[src/source/memSysPkg.sv]
package memSysPkg;

    ////////////////////
    // Widths and address map

    typedef logic [31:0] word_t;

    localparam word_t PeriphBase  = 32'h0001_0000;
    localparam word_t PeriphLimit = 32'h0002_0000;

    localparam int PeriphLatency = 3;
    localparam int PeriphWords   = 16;
    localparam int MemLatency    = 4;
    localparam int MemWords      = 1024;
    localparam int CacheLines    = 64;

    // Word indices, all taken from address bit 2 upwards
    typedef logic [$clog2(PeriphWords)-1:0] periphIndex_t;
    typedef logic [$clog2(MemWords)-1:0]    memIndex_t;
    typedef logic [$clog2(CacheLines)-1:0]  cacheIndex_t;
    typedef logic [29-$clog2(CacheLines):0] cacheTag_t;

    // Latency counters
    typedef logic [$clog2(PeriphLatency+1)-1:0] periphCount_t;
    typedef logic [$clog2(MemLatency+1)-1:0]    memCount_t;

    ////////////////////
    // Requests and states

    typedef struct packed {
        logic  rw;
        word_t address;
        word_t writeData;
    } cpuReq_t;

    typedef struct packed {
        logic  en;
        logic  rw;
        word_t address;
        word_t writeData;
    } memReq_t;

    typedef enum logic [1:0] {PeriphIdle, PeriphStart, PeriphWait, PeriphDone} periphState_t;

    typedef enum logic [2:0] {
        CacheIdle, CacheFetch, CacheFill, CacheWrite, CacheDone
    } cacheState_t;

endpackage

[src/source/periphController.sv]
`timescale 1ns/10ps

module periphController
    import memSysPkg::*;
(
    input  logic Clk,
    input  logic reset,
    input  logic pEn,
    input  logic rw,
    output logic pStall,
    output logic startRead,
    output logic startWrite,
    input  logic readCompleted,
    input  logic writeCompleted
);

    periphState_t state;
    periphState_t nextState;
    logic         completed;

    // Completion pulse matching the direction of the pending access
    assign completed = rw ? writeCompleted : readCompleted;

    always_comb begin
        nextState = state;
        case (state)
            PeriphIdle: begin
                if (pEn) begin
                    nextState = PeriphStart;
                end
            end
            PeriphStart: begin
                nextState = PeriphWait;
            end
            PeriphWait: begin
                if (completed) begin
                    nextState = PeriphDone;
                end
            end
            PeriphDone: begin
                nextState = PeriphIdle;
            end
            default: begin
                nextState = PeriphIdle;
            end
        endcase
    end

    always_ff @(posedge Clk) begin
        if (reset) begin
            state <= PeriphIdle;
        end else begin
            state <= nextState;
        end
    end

    ////////////////////
    // Outputs

    // Start is a single cycle since the FSM never stays in Start
    assign startRead  = (state == PeriphStart) && !rw;
    assign startWrite = (state == PeriphStart) && rw;

    // Release the CPU only for the Done cycle
    assign pStall = pEn && (state != PeriphDone);

endmodule

[config.mk]
export PLATFORM = sky130hd
export DESIGN_NAME = periphController
export DESIGN_NICKNAME = d
export VERILOG_FILES = /design/src/source/memSysPkg.sv /design/src/source/periphController.sv
export SDC_FILE = /design/constraint.sdc
export NUM_CORES = 1
export LEC_CHECK = 0
export BUFFER_PORTS_ARGS = -buffer_cell sky130_fd_sc_hd__clkbuf_2
export CAP_MARGIN = 0
export CORE_AREA = 2 2 39 41
export CTS_CLUSTER_DIAMETER = 60
export DETAILED_ROUTE_END_ITERATION = 6
export DIE_AREA = 0 0 41 43
export GPL_TIMING_DRIVEN = 0
export SKIP_LAST_GASP = 1
export SYNTH_ARGS = -nofsm -noshare
export SYNTH_HDL_FRONTEND = slang
export SYNTH_SLANG_ARGS = --single-unit
[constraint.sdc]
create_clock -name Clk -period 1.68 [get_ports Clk]
set_input_delay 0.336 -clock Clk [delete_from_list [all_inputs] [get_ports Clk]]
set_output_delay 0.336 -clock Clk [all_outputs]
set_load 0.05 [all_outputs]
==> summary.json <==
{
  "clock_tree": {
    "tritoncts": "yes",
    "cts.sinks": 2,
    "tritoncts.num_buffers": 3,
    "cts-hold-fix-buffers": 0,
    "cts.reportedPaths.clkPinSlew_ps": 30,
    "htreeDepth": 1,
    "post_cts_buffers": 0,
    "clock-root-buffer": "clkbuf_4",
    "clock_insertion_delay_worst_skew_ps": 230,
    "max-clock-path-buffers": 2
  },
  "worst_setup_path": {
    "endpoint_kind": "output port",
    "critPathLaunchType": "flip-flop",
    "arr_time_crit_path_ps": 1250,
    "cp_max_fo": 5,
    "setup.reg_to_reg.worst_slack_ps": 300,
    "crit_type": "flip-flop to output port",
    "worst-endpoint-required_ps": 1340
  },
  "power_and_ir_drop": {
    "internal-power_uw": 262.4,
    "irDropWorstVdd_uv": 473.6,
    "leakage_uw": 0.0001612,
    "pwr_density_cell_nw_per_um2": 1445,
    "power_frac_seq_pct": 18.6,
    "power.switching_fraction_pct": 45.03,
    "switching_power_uw": 215.0,
    "p_comb_share_pct": 59.1,
    "p_clk_share_pct": 22.3,
    "design_power_total_uw": 477.4
  },
  "routing": {
    "drt-wirelength-per-cell_um": 9.941,
    "top_layer": "met3",
    "route.layer.met1.wl_um": 196,
    "via_count": 211,
    "route.detailed.drc": 0,
    "detailroute.wirelength.met3_um": 48,
    "route.met2.wl_um": 262,
    "vias_per_cell": 4.137,
    "wirelength_um": 507,
    "detail_route.iter0.violations": 4,
    "drtAntennaViolNets": 0,
    "drt-pass1-iter-count": 2
  },
  "layout": {
    "flow.area_growth_from_synthesis_pct": 36.79,
    "n_fill_cell": 143,
    "top_regs": "state x2",
    "multi_input_comb_area_sq_um": 186.4,
    "registers.top_by_ff_count": "state",
    "post-route-util_pct": 23.87,
    "insertedDiodeCount": 0,
    "nets": 48,
    "layout.area.seq_sq_um": 41.29,
    "largest_register_ff_count": 2,
    "layout-drive-gt1-share_pct": 54.29,
    "finish.instance_area_sq_um": 330.3
  },
  "timing": {
    "whs_ps": 352.3,
    "setup_viol": 0,
    "achievable_clock_frequency_ghz": 0.6306,
    "maxSlewViolCount": 0,
    "layout_min_cycle_time_ps": 1586,
    "layout_skew_ps": 2.931,
    "grt_setup_unrepaired": "no",
    "finalSetupTns_ps": 0,
    "maxSlewHeadroom_pct": 78.08,
    "post-route-period-util_pct": 94.39,
    "report.final.hold_viol_count": 0,
    "worst_slew_pin_slew_ps": 324.3
  },
  "logic_synthesis": {
    "synthDistinctLibCells": 16,
    "synth_largest_area_cell": "ha_1",
    "synth_top_cells_by_area": "ha_1 26%, dfxtp_1 17%, o311ai_2 6.7%, a221oi_2 6.2%, inv_1 6.2%",
    "synth_edf_count": 0,
    "syn_nets": 35,
    "seq_area_frac_synth_pct": 16.58,
    "ys_seq_elements": 2,
    "ys_async_sr_fraction_pct": 0,
    "yosysWarnings": 0,
    "synth_most_common_cell": "ha_1",
    "synth_top_flop_cell": "dfxtp_1",
    "synth.avg_cell_area_sq_um": 10.06,
    "post_synth_instance_area_sq_um": 241.5,
    "synth_top_area_share_pct": 25.91,
    "synthesis.instances": 24,
    "ranking_of_synthesized_cells_by_instance_count": "5 x ha_1, 4 x inv_1, 2 x dfxtp_1"
  },
  "die": {
    "pin_count": 9,
    "starting_density_pct": 17.45,
    "fp-row-count": 14,
    "floorplan.die_area_sq_um": 1763,
    "die_height_um": 43,
    "design.core.area_sq_um": 1384,
    "die_w_um": 41
  },
  "placed_design": {
    "port-buffer-count": 8,
    "placement.cell_area_sq_um": 301.5,
    "gp_routability_congestion": 0.6546
  },
  "grt": {
    "grt_overflow": 0,
    "grt_first_pass_wirelength_um": 848,
    "grt_start_max_net_pins": 6,
    "number_of_global_route_vias_before_repair": 224,
    "antenna_found_initial": 0,
    "grt_usage_pct": 7.300
  },
  "flow_run": {
    "max-cap-violations": 0
  },
  "status": {
    "run_status": "finished, final reports clean"
  },
  "hold_path": {
    "worstHoldPathType": "input port to flip-flop"
  }
}
[cell type report]
type | instances | area share [%]
Timing Repair Buffer | 8 | 13.64
Inverter | 4 | 4.545
Clock buffer | 3 | 6.818
Sequential cell | 2 | 12.50
Multi-Input combinational cell | 18 | 56.44
Tap cell | 16 | 6.061
[path summary, 6_finish.rpt]
check                 from         to  cells after the start
setup / recovery  state[1]  startRead                      4
hold / removal       reset   state[0]                      2
setup reg to reg  state[0]   state[1]                      5
hold reg to reg   state[1]   state[1]                      2
[layer usage]
layer	GRT usage [%]	vias to the layer above
met2	10.31	10
met5	0	-
met4	6.000	0
met3	1.571	0
li1	-	108
met1	8.889	93
[power groups by stage]
stage	Clock (uW)	Sequential [uW]	Combinational, uW
4_1_cts	113	86.8	284
6_report	107	88.7	282
2_1_floorplan	0	81.4	220
3_5_place_dp	0	87.7	272
5_1_grt	113	92.5	303
3_3_place_gp	0	88.1	262
[cell families after synthesis]
family | after synthesis | synth area share, %
and+or+nand+nor | 8 | 24.87
adders and majority gates | 5 | 25.91
AOI/OAI and AO/OA | 4 | 20.21
buffers and inverters | 4 | 6.216
DFF | 2 | 16.58
muxes | 1 | 6.216
[repair_timing]
| item | CTS | global route |
|---|---|---|
| endpoints found under the hold margin | 0 | 0 |
| gates resized for setup | 2 | 1 |
| setup endpoints to repair | 2 | 2 |
| pin swaps | 0 | 0 |
[stage by stage]
step | instances | worst slack, ps
after floorplan | 24 | 153.6
after global placement | 48 | 250.4
after detailed placement | 48 | 240.9
after CTS | 51 | 13.73
after global routing | 51 | 42.73
final | 51 | 94.31
[worst max-delay path, stage by stage (launching register included)]
cell      delay, ps
dfxtp_2         350
inv_1            90
ha_1            190
and2b_2         190
clkbuf_4        200
[layout by cell type (no fill, tap or decap), drive strengths merged, types with 2 or more instances in the layout]
cell | netlist | routed
clkbuf | 0 | 11
dfxtp | 2 | 2
ha | 5 | 5
inv | 4 | 4
Power figures use the tool's default switching activity.
