==> config.mk <==
export PLATFORM = sky130hd
export DESIGN_NAME = memController
export DESIGN_NICKNAME = d
export VERILOG_FILES = /design/src/source/memSysPkg.sv /design/src/source/memController.sv
export SDC_FILE = /design/constraint.sdc
export NUM_CORES = 1
export LEC_CHECK = 0
export ABC_AREA = 1
export BUFFER_PORTS_ARGS = -buffer_cell sky130_fd_sc_hd__buf_2
export CORE_AREA = 2 2 90 92
export DETAILED_ROUTE_END_ITERATION = 12
export DIE_AREA = 0 0 92 94
export MAX_ROUTING_LAYER = met4
export SYNTH_ARGS = -nofsm -noshare
export SYNTH_HDL_FRONTEND = slang
export SYNTH_SLANG_ARGS = --single-unit
==> constraint.sdc <==
create_clock -name vclk -period 2
set_input_delay 0.5 -clock vclk [all_inputs]
set_output_delay 0.5 -clock vclk [all_outputs]
set_load 0.02 [all_outputs]
==> src/source/memSysPkg.sv <==
package memSysPkg;

    ////////////////////
    // Widths and address map

    typedef logic [31:0] word_t;

    localparam word_t PeriphBase  = 32'h0001_0000;
    localparam word_t PeriphLimit = 32'h0002_0000;

    localparam int PeriphLatency = 3;
    localparam int PeriphWords   = 16;
    localparam int MemLatency    = 4;
    localparam int MemWords      = 1024;
    localparam int CacheLines    = 64;

    // Word indices, all taken from address bit 2 upwards
    typedef logic [$clog2(PeriphWords)-1:0] periphIndex_t;
    typedef logic [$clog2(MemWords)-1:0]    memIndex_t;
    typedef logic [$clog2(CacheLines)-1:0]  cacheIndex_t;
    typedef logic [29-$clog2(CacheLines):0] cacheTag_t;

    // Latency counters
    typedef logic [$clog2(PeriphLatency+1)-1:0] periphCount_t;
    typedef logic [$clog2(MemLatency+1)-1:0]    memCount_t;

    ////////////////////
    // Requests and states

    typedef struct packed {
        logic  rw;
        word_t address;
        word_t writeData;
    } cpuReq_t;

    typedef struct packed {
        logic  en;
        logic  rw;
        word_t address;
        word_t writeData;
    } memReq_t;

    typedef enum logic [1:0] {PeriphIdle, PeriphStart, PeriphWait, PeriphDone} periphState_t;

    typedef enum logic [2:0] {
        CacheIdle, CacheFetch, CacheFill, CacheWrite, CacheDone
    } cacheState_t;

endpackage

==> src/source/memController.sv <==
`timescale 1ns/10ps

module memController
    import memSysPkg::*;
(
    // CPU side
    input  logic    en,
    input  cpuReq_t req,
    output logic    stall,
    output word_t   oData,

    // Peripheral side
    output logic    pEn,
    input  logic    pStall,
    input  word_t   pReadData,

    // Cache side
    output memReq_t cacheReq,
    input  logic    cacheStall,
    input  word_t   cacheReadData
);

    logic periphAccess;
    logic memAccess;

    // Peripheral window is inclusive at both ends
    assign periphAccess = en && (req.address >= PeriphBase) && (req.address <= PeriphLimit);
    assign memAccess    = en && !periphAccess;

    assign pEn = periphAccess;

    assign cacheReq = '{
        en:        memAccess,
        rw:        req.rw,
        address:   req.address,
        writeData: req.writeData
    };

    // Return path, zeros when no access is active
    always_comb begin
        if (periphAccess) begin
            stall = pStall;
            oData = pReadData;
        end else if (memAccess) begin
            stall = cacheStall;
            oData = cacheReadData;
        end else begin
            stall = 1'b0;
            oData = '0;
        end
    end

endmodule

==> flow_metrics.py <==
metrics = {
    "yosys": {
        "synth_compound_gate_area_share_pct": 0.631,
        "synth.area.top_cells": "sky130_fd_sc_hd__buf_4 44%, sky130_fd_sc_hd__nand3_1 28%, sky130_fd_sc_hd__nand2_1 12%",
        "synth_largest_area_cell": "sky130_fd_sc_hd__buf_4",
        "netlist_instances": 210,
        "synth_simple_gate_area_share_pct": 49.7,
        "post_synth_xor_area_fraction_pct": 0,
        "synth_most_common_cell": "sky130_fd_sc_hd__buf_4",
        "post_synth_most_frequent_cells": "69 x sky130_fd_sc_hd__buf_4, 67 x sky130_fd_sc_hd__nand3_1, 39 x sky130_fd_sc_hd__nand2_1",
        "synthesis.area_sq_um": 1190,
        "yosys_warnings": 0,
        "synth_top_area_share_pct": 43.5,
        "syn_nets": 342,
        "synth.mux.area_fraction_pct": 0,
        "seq_area_frac_synth_pct": 0,
        "yosys.cell_types.count": 16,
        "combinational_family_with_the_most_area_after_synthesis": "simple AND/OR/NAND/NOR gates",
        "synth_adder_area_share_pct": 0,
        "post_synth.cell_area_avg_sq_um": 5.67,
    },
    "sta": {
        "grt_setup_unrepaired": "true",
        "timing.final.crit_share_pct": 112,
        "totalNegativeSetupSlack_ns": -6.41,
        "achievable_frequency_mhz": 446,
        "finalWorstPathRequiredPeriod_ns": 2.24,
        "setup_ws_ns": -0.244,
        "setup_viol_count_final": 35,
        "timing.max_slew.rel_slack_pct": 74.8,
        "worst-slew-pin-transition_ns": 0.378,
        "timing_max_transition_violations_final": 0,
        "final-hold-violation-count": 0,
    },
    "route": {
        "route.top_layer_used": "met4",
        "detail_route.drc_violations": 0,
        "firstDrtPassIters": 4,
        "m1WireLength_um": 2190,
        "route.final.wire_length_um": 5810,
        "route.antenna.remaining_nets": 0,
        "avgViaCountPerCell": 4.25,
        "detail_route.wl_per_cell_um": 13.8,
        "routed-via-count": 1793,
        "met2_wirelength_um": 3110,
        "routed-wl-met3_um": 473,
        "initialDrtViolationCount": 68,
    },
    "cells_and_area": {
        "fin_util_pct": 29.5,
        "num-fill-cells": 831,
        "final_cells": 422,
        "layout-area-overhead-vs-synth_pct": 88.7,
        "area.sequential_sq_um": 0,
        "n_clock_buffer": 0,
        "num_antenna_cells": 0,
        "finalNetCount": 454,
        "n_sequential_cell": 0,
        "multi_input_comb_area_sq_um": 763,
        "drive_gt1_share_pct": 68.8,
    },
    "hold_path": {
        "hold_class": "in -> out",
    },
    "cts": {
        "cts.hold.buffers_added": 0,
    },
    "run": {
        "cap_viol_max_count": 0,
    },
    "critical_path": {
        "crit_arrival_ns": 1.74,
        "worst-path-max-fanout": 10,
        "slowest_stage": "sky130_fd_sc_hd__or2_0",
        "critical_path_buffer_and_inverter_count": 4,
        "required_ns": 1.50,
        "start_kind": "input pin",
        "critical_path_class": "in -> out",
        "timing.critical_path.cells": "buf_6, or2_0, nor2_1, nand3_1, nand2_4, buf_12, clkbuf_16, nand3_1, nand2_1, buf_6",
        "setup.worst_path.end_class": "primary output",
        "timing.critical_path.max_delay_family": "simple AND/OR/NAND/NOR gates",
        "worst_path_largest_cell_delay_ns": 0.20,
    },
    "floorplanning": {
        "io_pins": 232,
        "initial_core_util_pct": 15.6,
        "fp.dieW_um": 92,
        "die_height_um": 94,
        "core-area_sq_um": 7610,
        "num_rows": 32,
        "full_die_area_sq_um": 8650,
    },
    "power": {
        "power.density_cell_area_nw_per_um2": 195,
        "total_power_uw": 438,
        "leakage_power_summed_over_all_cells_uw": 0.00121,
        "worst_case_vdd_ir_drop_uv": 64.5,
    },
    "global_route": {
        "grt_first_pass_wirelength_um": 6880,
        "grt.total_usage_pct": 10.1,
        "global_route.overflow_total": 0,
        "antenna_found_initial": 0,
        "grt_max_degree": 34,
        "grt_pass1_vias": 1429,
    },
    "status": {
        "status": "finished, violations left",
        "failing_checks": "negative setup slack",
    },
    "place": {
        "dpl.cell_count": 411,
        "detailedPlacementHpwl_um": 3820,
        "io_buffer_count": 166,
        "detailedPlace.worstSlack_ns": -0.355,
        "gpl.final_weighted_congestion": 0.763,
    },
}
==> layout by cell type (no fill, tap or decap) <==
cell type / count
sky130_fd_sc_hd__nor2_2: 2
sky130_fd_sc_hd__inv_4: 1
sky130_fd_sc_hd__buf_12: 4
sky130_fd_sc_hd__nand3_2: 13
sky130_fd_sc_hd__nor3_1: 1
sky130_fd_sc_hd__buf_8: 2
sky130_fd_sc_hd__o211ai_1: 1
sky130_fd_sc_hd__clkbuf_16: 4
sky130_fd_sc_hd__nand2_4: 1
sky130_fd_sc_hd__inv_2: 1
sky130_fd_sc_hd__or2_0: 1
sky130_fd_sc_hd__nand3_4: 1
sky130_fd_sc_hd__nand2_2: 8
sky130_fd_sc_hd__buf_4: 17
sky130_fd_sc_hd__nor3_2: 1
sky130_fd_sc_hd__buf_6: 33
sky130_fd_sc_hd__nand3_1: 53
sky130_fd_sc_hd__nand2_1: 31
sky130_fd_sc_hd__nor2_4: 2
sky130_fd_sc_hd__nor2_1: 13
sky130_fd_sc_hd__nand2_8: 3
sky130_fd_sc_hd__buf_2: 127
==> area by class of cell <==
| cell class | instances | share of cell area [%] |
|---|---|---|
| inverter | 2 | 0.446 |
| multi-input combinational | 131 | 34.0 |
| tap | 102 | 5.68 |
| timing repair buffer | 187 | 59.9 |
==> through the flow <==
step                hold slack (ns)  instance area (sq um)
floorplan                      1.11                   1190
global placement               1.00                   1680
detailed placement             1.00                   1680
CTS                            1.00                   1840
global route                   1.00                   2250
finish                         1.00                   2250
==> metal layers <==
metal / vias to the layer above / global-route usage (%)
li1: 845 / -
met1: 824 / 11.5
met2: 116 / 19.2
met3: 8 / 1.36
met4: 0 / 1.37
met5: - / -
==> power by group <==
group          internal (uW)  total [uW]  switching (uW)
logic                    214         438             224
clock network              0           0               0
registers                  0           0               0
total                    214         438             224
==> cell families (layout without fill, tap and decap cells) <==
kind of cell | Yosys count | count (layout)
simple gates | 128 | 130
buf+inv | 81 | 189
compound gates | 1 | 1
==> repair_timing <==
item	4_1_cts	5_1_grt
endpoints found under the setup margin	35	35
resized for setup	36	67
pin swaps	3	11
hold endpoints to repair	0	0
buffers inserted	2	3
cloned	1	5
==> worst paths after layout <==
check | startpoint | to | slack, ns | cells past startpoint
setup / recovery | req[38] | oData[5] | -0.24 | 10
hold / removal | req[11] | cacheReq[11] | 1.00 | 0
(Power assumes the default switching activity.)
