`src/source/memSysPkg.sv`:
```
package memSysPkg;

    ////////////////////
    // Widths and address map

    typedef logic [31:0] word_t;

    localparam word_t PeriphBase  = 32'h0001_0000;
    localparam word_t PeriphLimit = 32'h0002_0000;

    localparam int PeriphLatency = 3;
    localparam int PeriphWords   = 16;
    localparam int MemLatency    = 4;
    localparam int MemWords      = 1024;
    localparam int CacheLines    = 64;

    // Word indices, all taken from address bit 2 upwards
    typedef logic [$clog2(PeriphWords)-1:0] periphIndex_t;
    typedef logic [$clog2(MemWords)-1:0]    memIndex_t;
    typedef logic [$clog2(CacheLines)-1:0]  cacheIndex_t;
    typedef logic [29-$clog2(CacheLines):0] cacheTag_t;

    // Latency counters
    typedef logic [$clog2(PeriphLatency+1)-1:0] periphCount_t;
    typedef logic [$clog2(MemLatency+1)-1:0]    memCount_t;

    ////////////////////
    // Requests and states

    typedef struct packed {
        logic  rw;
        word_t address;
        word_t writeData;
    } cpuReq_t;

    typedef struct packed {
        logic  en;
        logic  rw;
        word_t address;
        word_t writeData;
    } memReq_t;

    typedef enum logic [1:0] {PeriphIdle, PeriphStart, PeriphWait, PeriphDone} periphState_t;

    typedef enum logic [2:0] {
        CacheIdle, CacheFetch, CacheFill, CacheWrite, CacheDone
    } cacheState_t;

endpackage

```
`src/source/periphRegBlock.sv`:
```
`timescale 1ns/10ps

module periphRegBlock
    import memSysPkg::*;
(
    input  logic  Clk,
    input  logic  reset,
    input  logic  startRead,
    input  logic  startWrite,
    input  word_t address,
    input  word_t writeData,
    output word_t readData,
    output logic  readCompleted,
    output logic  writeCompleted
);

    word_t        regs [PeriphWords];
    periphIndex_t index;
    periphCount_t count;
    logic         busy;
    logic         isWrite;

    // Register select from the word address
    assign index = address[2 +: $bits(periphIndex_t)];

    // Completion lands PeriphLatency cycles after the start pulse.
    // The first cycle is spent loading the counter.
    always_ff @(posedge Clk) begin
        if (reset) begin
            busy           <= 1'b0;
            isWrite        <= 1'b0;
            count          <= '0;
            readCompleted  <= 1'b0;
            writeCompleted <= 1'b0;
            readData       <= '0;
            for (int i = 0; i < PeriphWords; i++) begin
                regs[i] <= '0;
            end
        end else begin
            readCompleted  <= 1'b0;
            writeCompleted <= 1'b0;

            if (!busy) begin
                if (startRead || startWrite) begin
                    busy    <= 1'b1;
                    isWrite <= startWrite;
                    count   <= periphCount_t'(PeriphLatency - 1);
                end
            end else if (count == periphCount_t'(1)) begin
                busy <= 1'b0;
                if (isWrite) begin
                    regs[index]    <= writeData;
                    writeCompleted <= 1'b1;
                end else begin
                    // Held until the next read finishes
                    readData      <= regs[index];
                    readCompleted <= 1'b1;
                end
            end else begin
                count <= count - 1'b1;
            end
        end
    end

endmodule

```
`config.mk`:
```
export PLATFORM = sky130hd
export DESIGN_NAME = periphRegBlock
export DESIGN_NICKNAME = d
export VERILOG_FILES = /design/src/source/memSysPkg.sv /design/src/source/periphRegBlock.sv
export SDC_FILE = /design/constraint.sdc
export NUM_CORES = 1
export LEC_CHECK = 0
export BUFFER_PORTS_ARGS = -buffer_cell sky130_fd_sc_hd__buf_2
export CAP_MARGIN = 5
export CORE_UTILIZATION = 56
export CTS_CLUSTER_DIAMETER = 40
export DETAILED_ROUTE_END_ITERATION = 10
export MAX_ROUTING_LAYER = met4
export PLACE_DENSITY_LB_ADDON = 0.3
export SLEW_MARGIN = 15
export SYNTH_ARGS = -nofsm -noshare
export SYNTH_HDL_FRONTEND = slang
export SYNTH_SLANG_ARGS = --single-unit
```
`constraint.sdc`:
```
create_clock -name Clk -period 2.2 [get_ports Clk]
set_clock_uncertainty 0.1 [all_clocks]
set_input_delay 0.22 -clock Clk [delete_from_list [all_inputs] [get_ports Clk]]
set_output_delay 0.22 -clock Clk [all_outputs]
set_load 0.05 [all_outputs]
```
==> summary.md <==
| Metric | Value |
|---|---|
| Run status | `finished, final reports clean` |
| Insertion delay of the later-clocked pin in the worst-skew pair | `0.61 ns` |
| Async S/R FF share, synth | `0%` |
| Synth warnings | `0` |
| CP required | `2.39 ns` |
| Routability cong. | `0.8088` |
| Placed cell count | `2,348` |
| Layout Cell Area excl Fill | `roughly 29,000 sq um` |
| Category of the critical setup timing path | `flip-flop to flip-flop` |
| Final net count | `1,925` |
| Count of filler cells inserted in the layout | `about 3,000` |
| Combined buffer and inverter count along the critical path | `2` |
| Max transition margin | `29.15%` |
| Met3 layer wire length in the routed design | `4.760 mm` |
| Layout overhead on the synthesized area | `16.40%` |
| Detailed-route wire length per cell | `24.36 um` |
| Syn Std Cell Area | `approximately 25,000 sq um` |
| Total vias in the final route | `14,890` |
| Number of nets with antenna violations after detailed routing | `0` |
| Overall power | `0.02529 W` |
| Endpoints failing setup | `0` |
| Net Count, Synth | `about 1,800` |
| Cell Count, Final, Fillers Out | `between 2,000 and 3,000` |
| Yosys top cell area share | `between 60% and 70%` |
| Deepest clock path buffer count | `3` |
| Unique masters post-synth | `43` |
| Vertical die dimension | `212.3 um` |
| Combined flip-flop and latch cell area | `16,140 sq um` |
| Number of sinks driven by the clock tree | `550` |
| Number of antenna cells inserted | `0` |
| Ratio of cells with drive above 1 in the final layout | `~18%` |
| Antenna violations before repair | `1` |
| Global-route total usage across every layer | `28.77%` |
| Buffer cell driving the clock tree root | `sky130_fd_sc_hd__clkbuf_16` |
| Row cnt | `76` |
| Cell with the largest stage delay on the worst path | `sky130_fd_sc_hd__dfxtp_1` |
| Drt total wl | `60.91 mm` |
| Cell breakdown of the critical path | `ha_1 > and4bb_2 > nand3_1 > buf_4 > nor3_4 > or2_2 > buf_12` |
| Type of origin of the critical path | `flip-flop` |
| Placed Instance Area | `26,160 sq um` |
| Largest net degree at the start of global routing | `65` |
| Effective utilization at floorplan | `57.12%` |
| Final critical-path required period | `around 2.1 ns` |
| Kind of end point of the critical path | `flip-flop` |
| Number of design rule violations left after detail routing | `0` |
| Cts bufs inserted | `72` |
| First-pass DRT Iterations | `5` |
| Number of flops mapped to enable cells by yosys | `~510` |
| Max Fclk | `465.6 MHz` |
| Share of the yosys chip area belonging to registers | `about 65%` |
| DR WL met2 | `30.38 mm` |
| Top area cells in the synthesized netlist | `sky130_fd_sc_hd__edfxtp_1, sky130_fd_sc_hd__and2_1, sky130_fd_sc_hd__mux2i_1, sky130_fd_sc_hd__dfxtp_1, sky130_fd_sc_hd__mux4_2` |
| Average footprint of a synthesized cell | `14.15 sq um` |
| PortBufs | `between 70 and 80` |
| CP peak stage delay | `0.36 ns` |
| Slew at the pin closest to its max-slew limit | `1.060 ns` |
| Core utilization of the finished layout | `66.49%` |
| Top routing layer in use | `met4` |
| Main flop type after synthesis | `sky130_fd_sc_hd__edfxtp_1` |
| Area taken by multi-input logic gates | `7805 sq um` |
| Top-Level Pins | `a little over 100` |
| Post-synthesis instance total | `1,750` |
| Power density cells | `around 880 nW/um^2` |
| Die extent in x | `around 210 um` |
| Data arrival time of the worst path | `roughly 2.3 ns` |
| Cell with the most instances after synthesis | `sky130_fd_sc_hd__and2_1` |
| H-tree lvl count | `3` |
| First-pass GRT wire length | `91.53 mm` |
| Max-capacitance violation count | `0` |
| Delay-heaviest family, CP | `simple AND/OR/NAND/NOR gates` |
| RSZ-0062 raised after global routing | `yes` |
| Drt first-iter violations | `1,325` |
| #FFs+latches synth | `550` |
| TritonCTS clock tree | `yes` |
| Library cell with the largest summed area after synthesis | `sky130_fd_sc_hd__edfxtp_1` |
| Count of final max-slew check failures | `0` |
| Setup Total Neg Slack | `0 ns` |
| Number of global-route vias before repair | `15,220` |
| Most frequent cells after synthesis | `sky130_fd_sc_hd__and2_1, sky130_fd_sc_hd__edfxtp_1, sky130_fd_sc_hd__mux2i_1` |
| Via-per-instance ratio | `5.957` |
| Class of the most critical hold timing path | `input pin to flip-flop` |
| Clock input transition at the sequential cells of the worst setup and hold paths | `roughly 0.050 ns` |
| Maximum vdd drop | `just over 0.0005 V` |
| Total Die Area | `between 40,000 and 50,000 sq um` |
| DPL Wire Length | `35.51 mm` |
| Maximum fanout encountered on the critical timing path | `16` |
| Area of the core | `43,360 sq um` |
| Share of the clock period used by the worst path after layout | `97.62%` |
| Routed met1 length | `24.05 mm` |
| Residual overflow from global routing | `0` |
| Leakage | `11.18 nW` |
| Count of final hold-check violations | `0` |
[routing by layer]
metal  vias up  GRT usage, %
met5         -             -
met4         0         11.16
met3       116         4.225
met2       689         46.70
met1      7492         36.80
li1       6596             -
[cell usage in the layout (no fill, tap or decap), drive strengths merged, types with 2 or more instances in the layout]
cell type / n
clkbuf: 87
dfxtp: 38
mux2i: 192
or2: 16
bufinv: 9
a221oi: 10
a21oi: 2
nand3b: 3
or3b: 3
mux4: 32
and2: 514
clkinvlp: 4
clkinv: 21
nand2b: 4
nand3: 25
a311oi: 32
nor2b: 2
a2bb2oi: 22
o22ai: 64
buf: 160
nor3: 5
dlygate4sd3: 18
nand2: 25
inv: 16
o21ai: 11
nor2: 81
edfxtp: 512
[cell families after synthesis]
| kind of cell | Yosys count | share of synthesized area (%) |
|---|---|---|
| and+or+nand+nor | 682 | 16.29 |
| DFF | 550 | 65.14 |
| muxes | 224 | 10.68 |
| buffers and inverters | 150 | 3.637 |
| AOI/OAI and AO/OA | 143 | 4.203 |
| adders and majority gates | 1 | 0.05050 |
[timing repair]
item	in CTS	in global routing
hold buffers	18	0
pin swaps	1	0
setup endpoints to repair	131	255
buffers inserted	1	0
endpoints found under the hold margin	152	0
gates resized for setup	3	7
[state kept, by name, summed over array words and instances, names as in the netlist]
signal	count
busy	1
readCompleted	1
writeCompleted	1
regs	512
count	2
readData	32
isWrite	1
[layout make-up]
class	instances	area share, %
sequential	550	55.97
clock buffer	85	6.488
tap	585	2.539
timing repair buffer	180	5.885
clock inverter	48	2.027
inverter	2	0.02604
multi-input combinational	1050	27.07
[stage by stage]
| stage | hold WS [ns] | worst slack, ns |
|---|---|---|
| 6_report | 0.02079 | 0.05243 |
| 5_1_grt | 0.03152 | -0.02466 |
| 3_5_place_dp | 0.3727 | -0.04592 |
| 4_1_cts | 0.0005250 | 0.03165 |
| 2_1_floorplan | 0.2732 | 0.09846 |
| 3_3_place_gp | 0.3744 | -0.005434 |
[report_power, final]
| part | internal (W) | switching, W | total, W |
|---|---|---|---|
| Combinational | 0.000579 | 0.000990 | 0.00157 |
| Sequential | 0.0117 | 0.000111 | 0.0119 |
| Clock | 0.00727 | 0.00460 | 0.0119 |
[worst paths after layout]
kind	slack [ns]	depth (start not counted)	end	from
worst max register to register	0.05	7	regs[4][16]	count[0]
worst max-delay path	0.05	7	regs[4][16]	count[0]
worst min-delay path	0.02	2	regs[9][10]	writeData[10]
worst min register to register	0.37	2	count[1]	count[1]
Note: power is estimated with default switching activity, not from simulation.
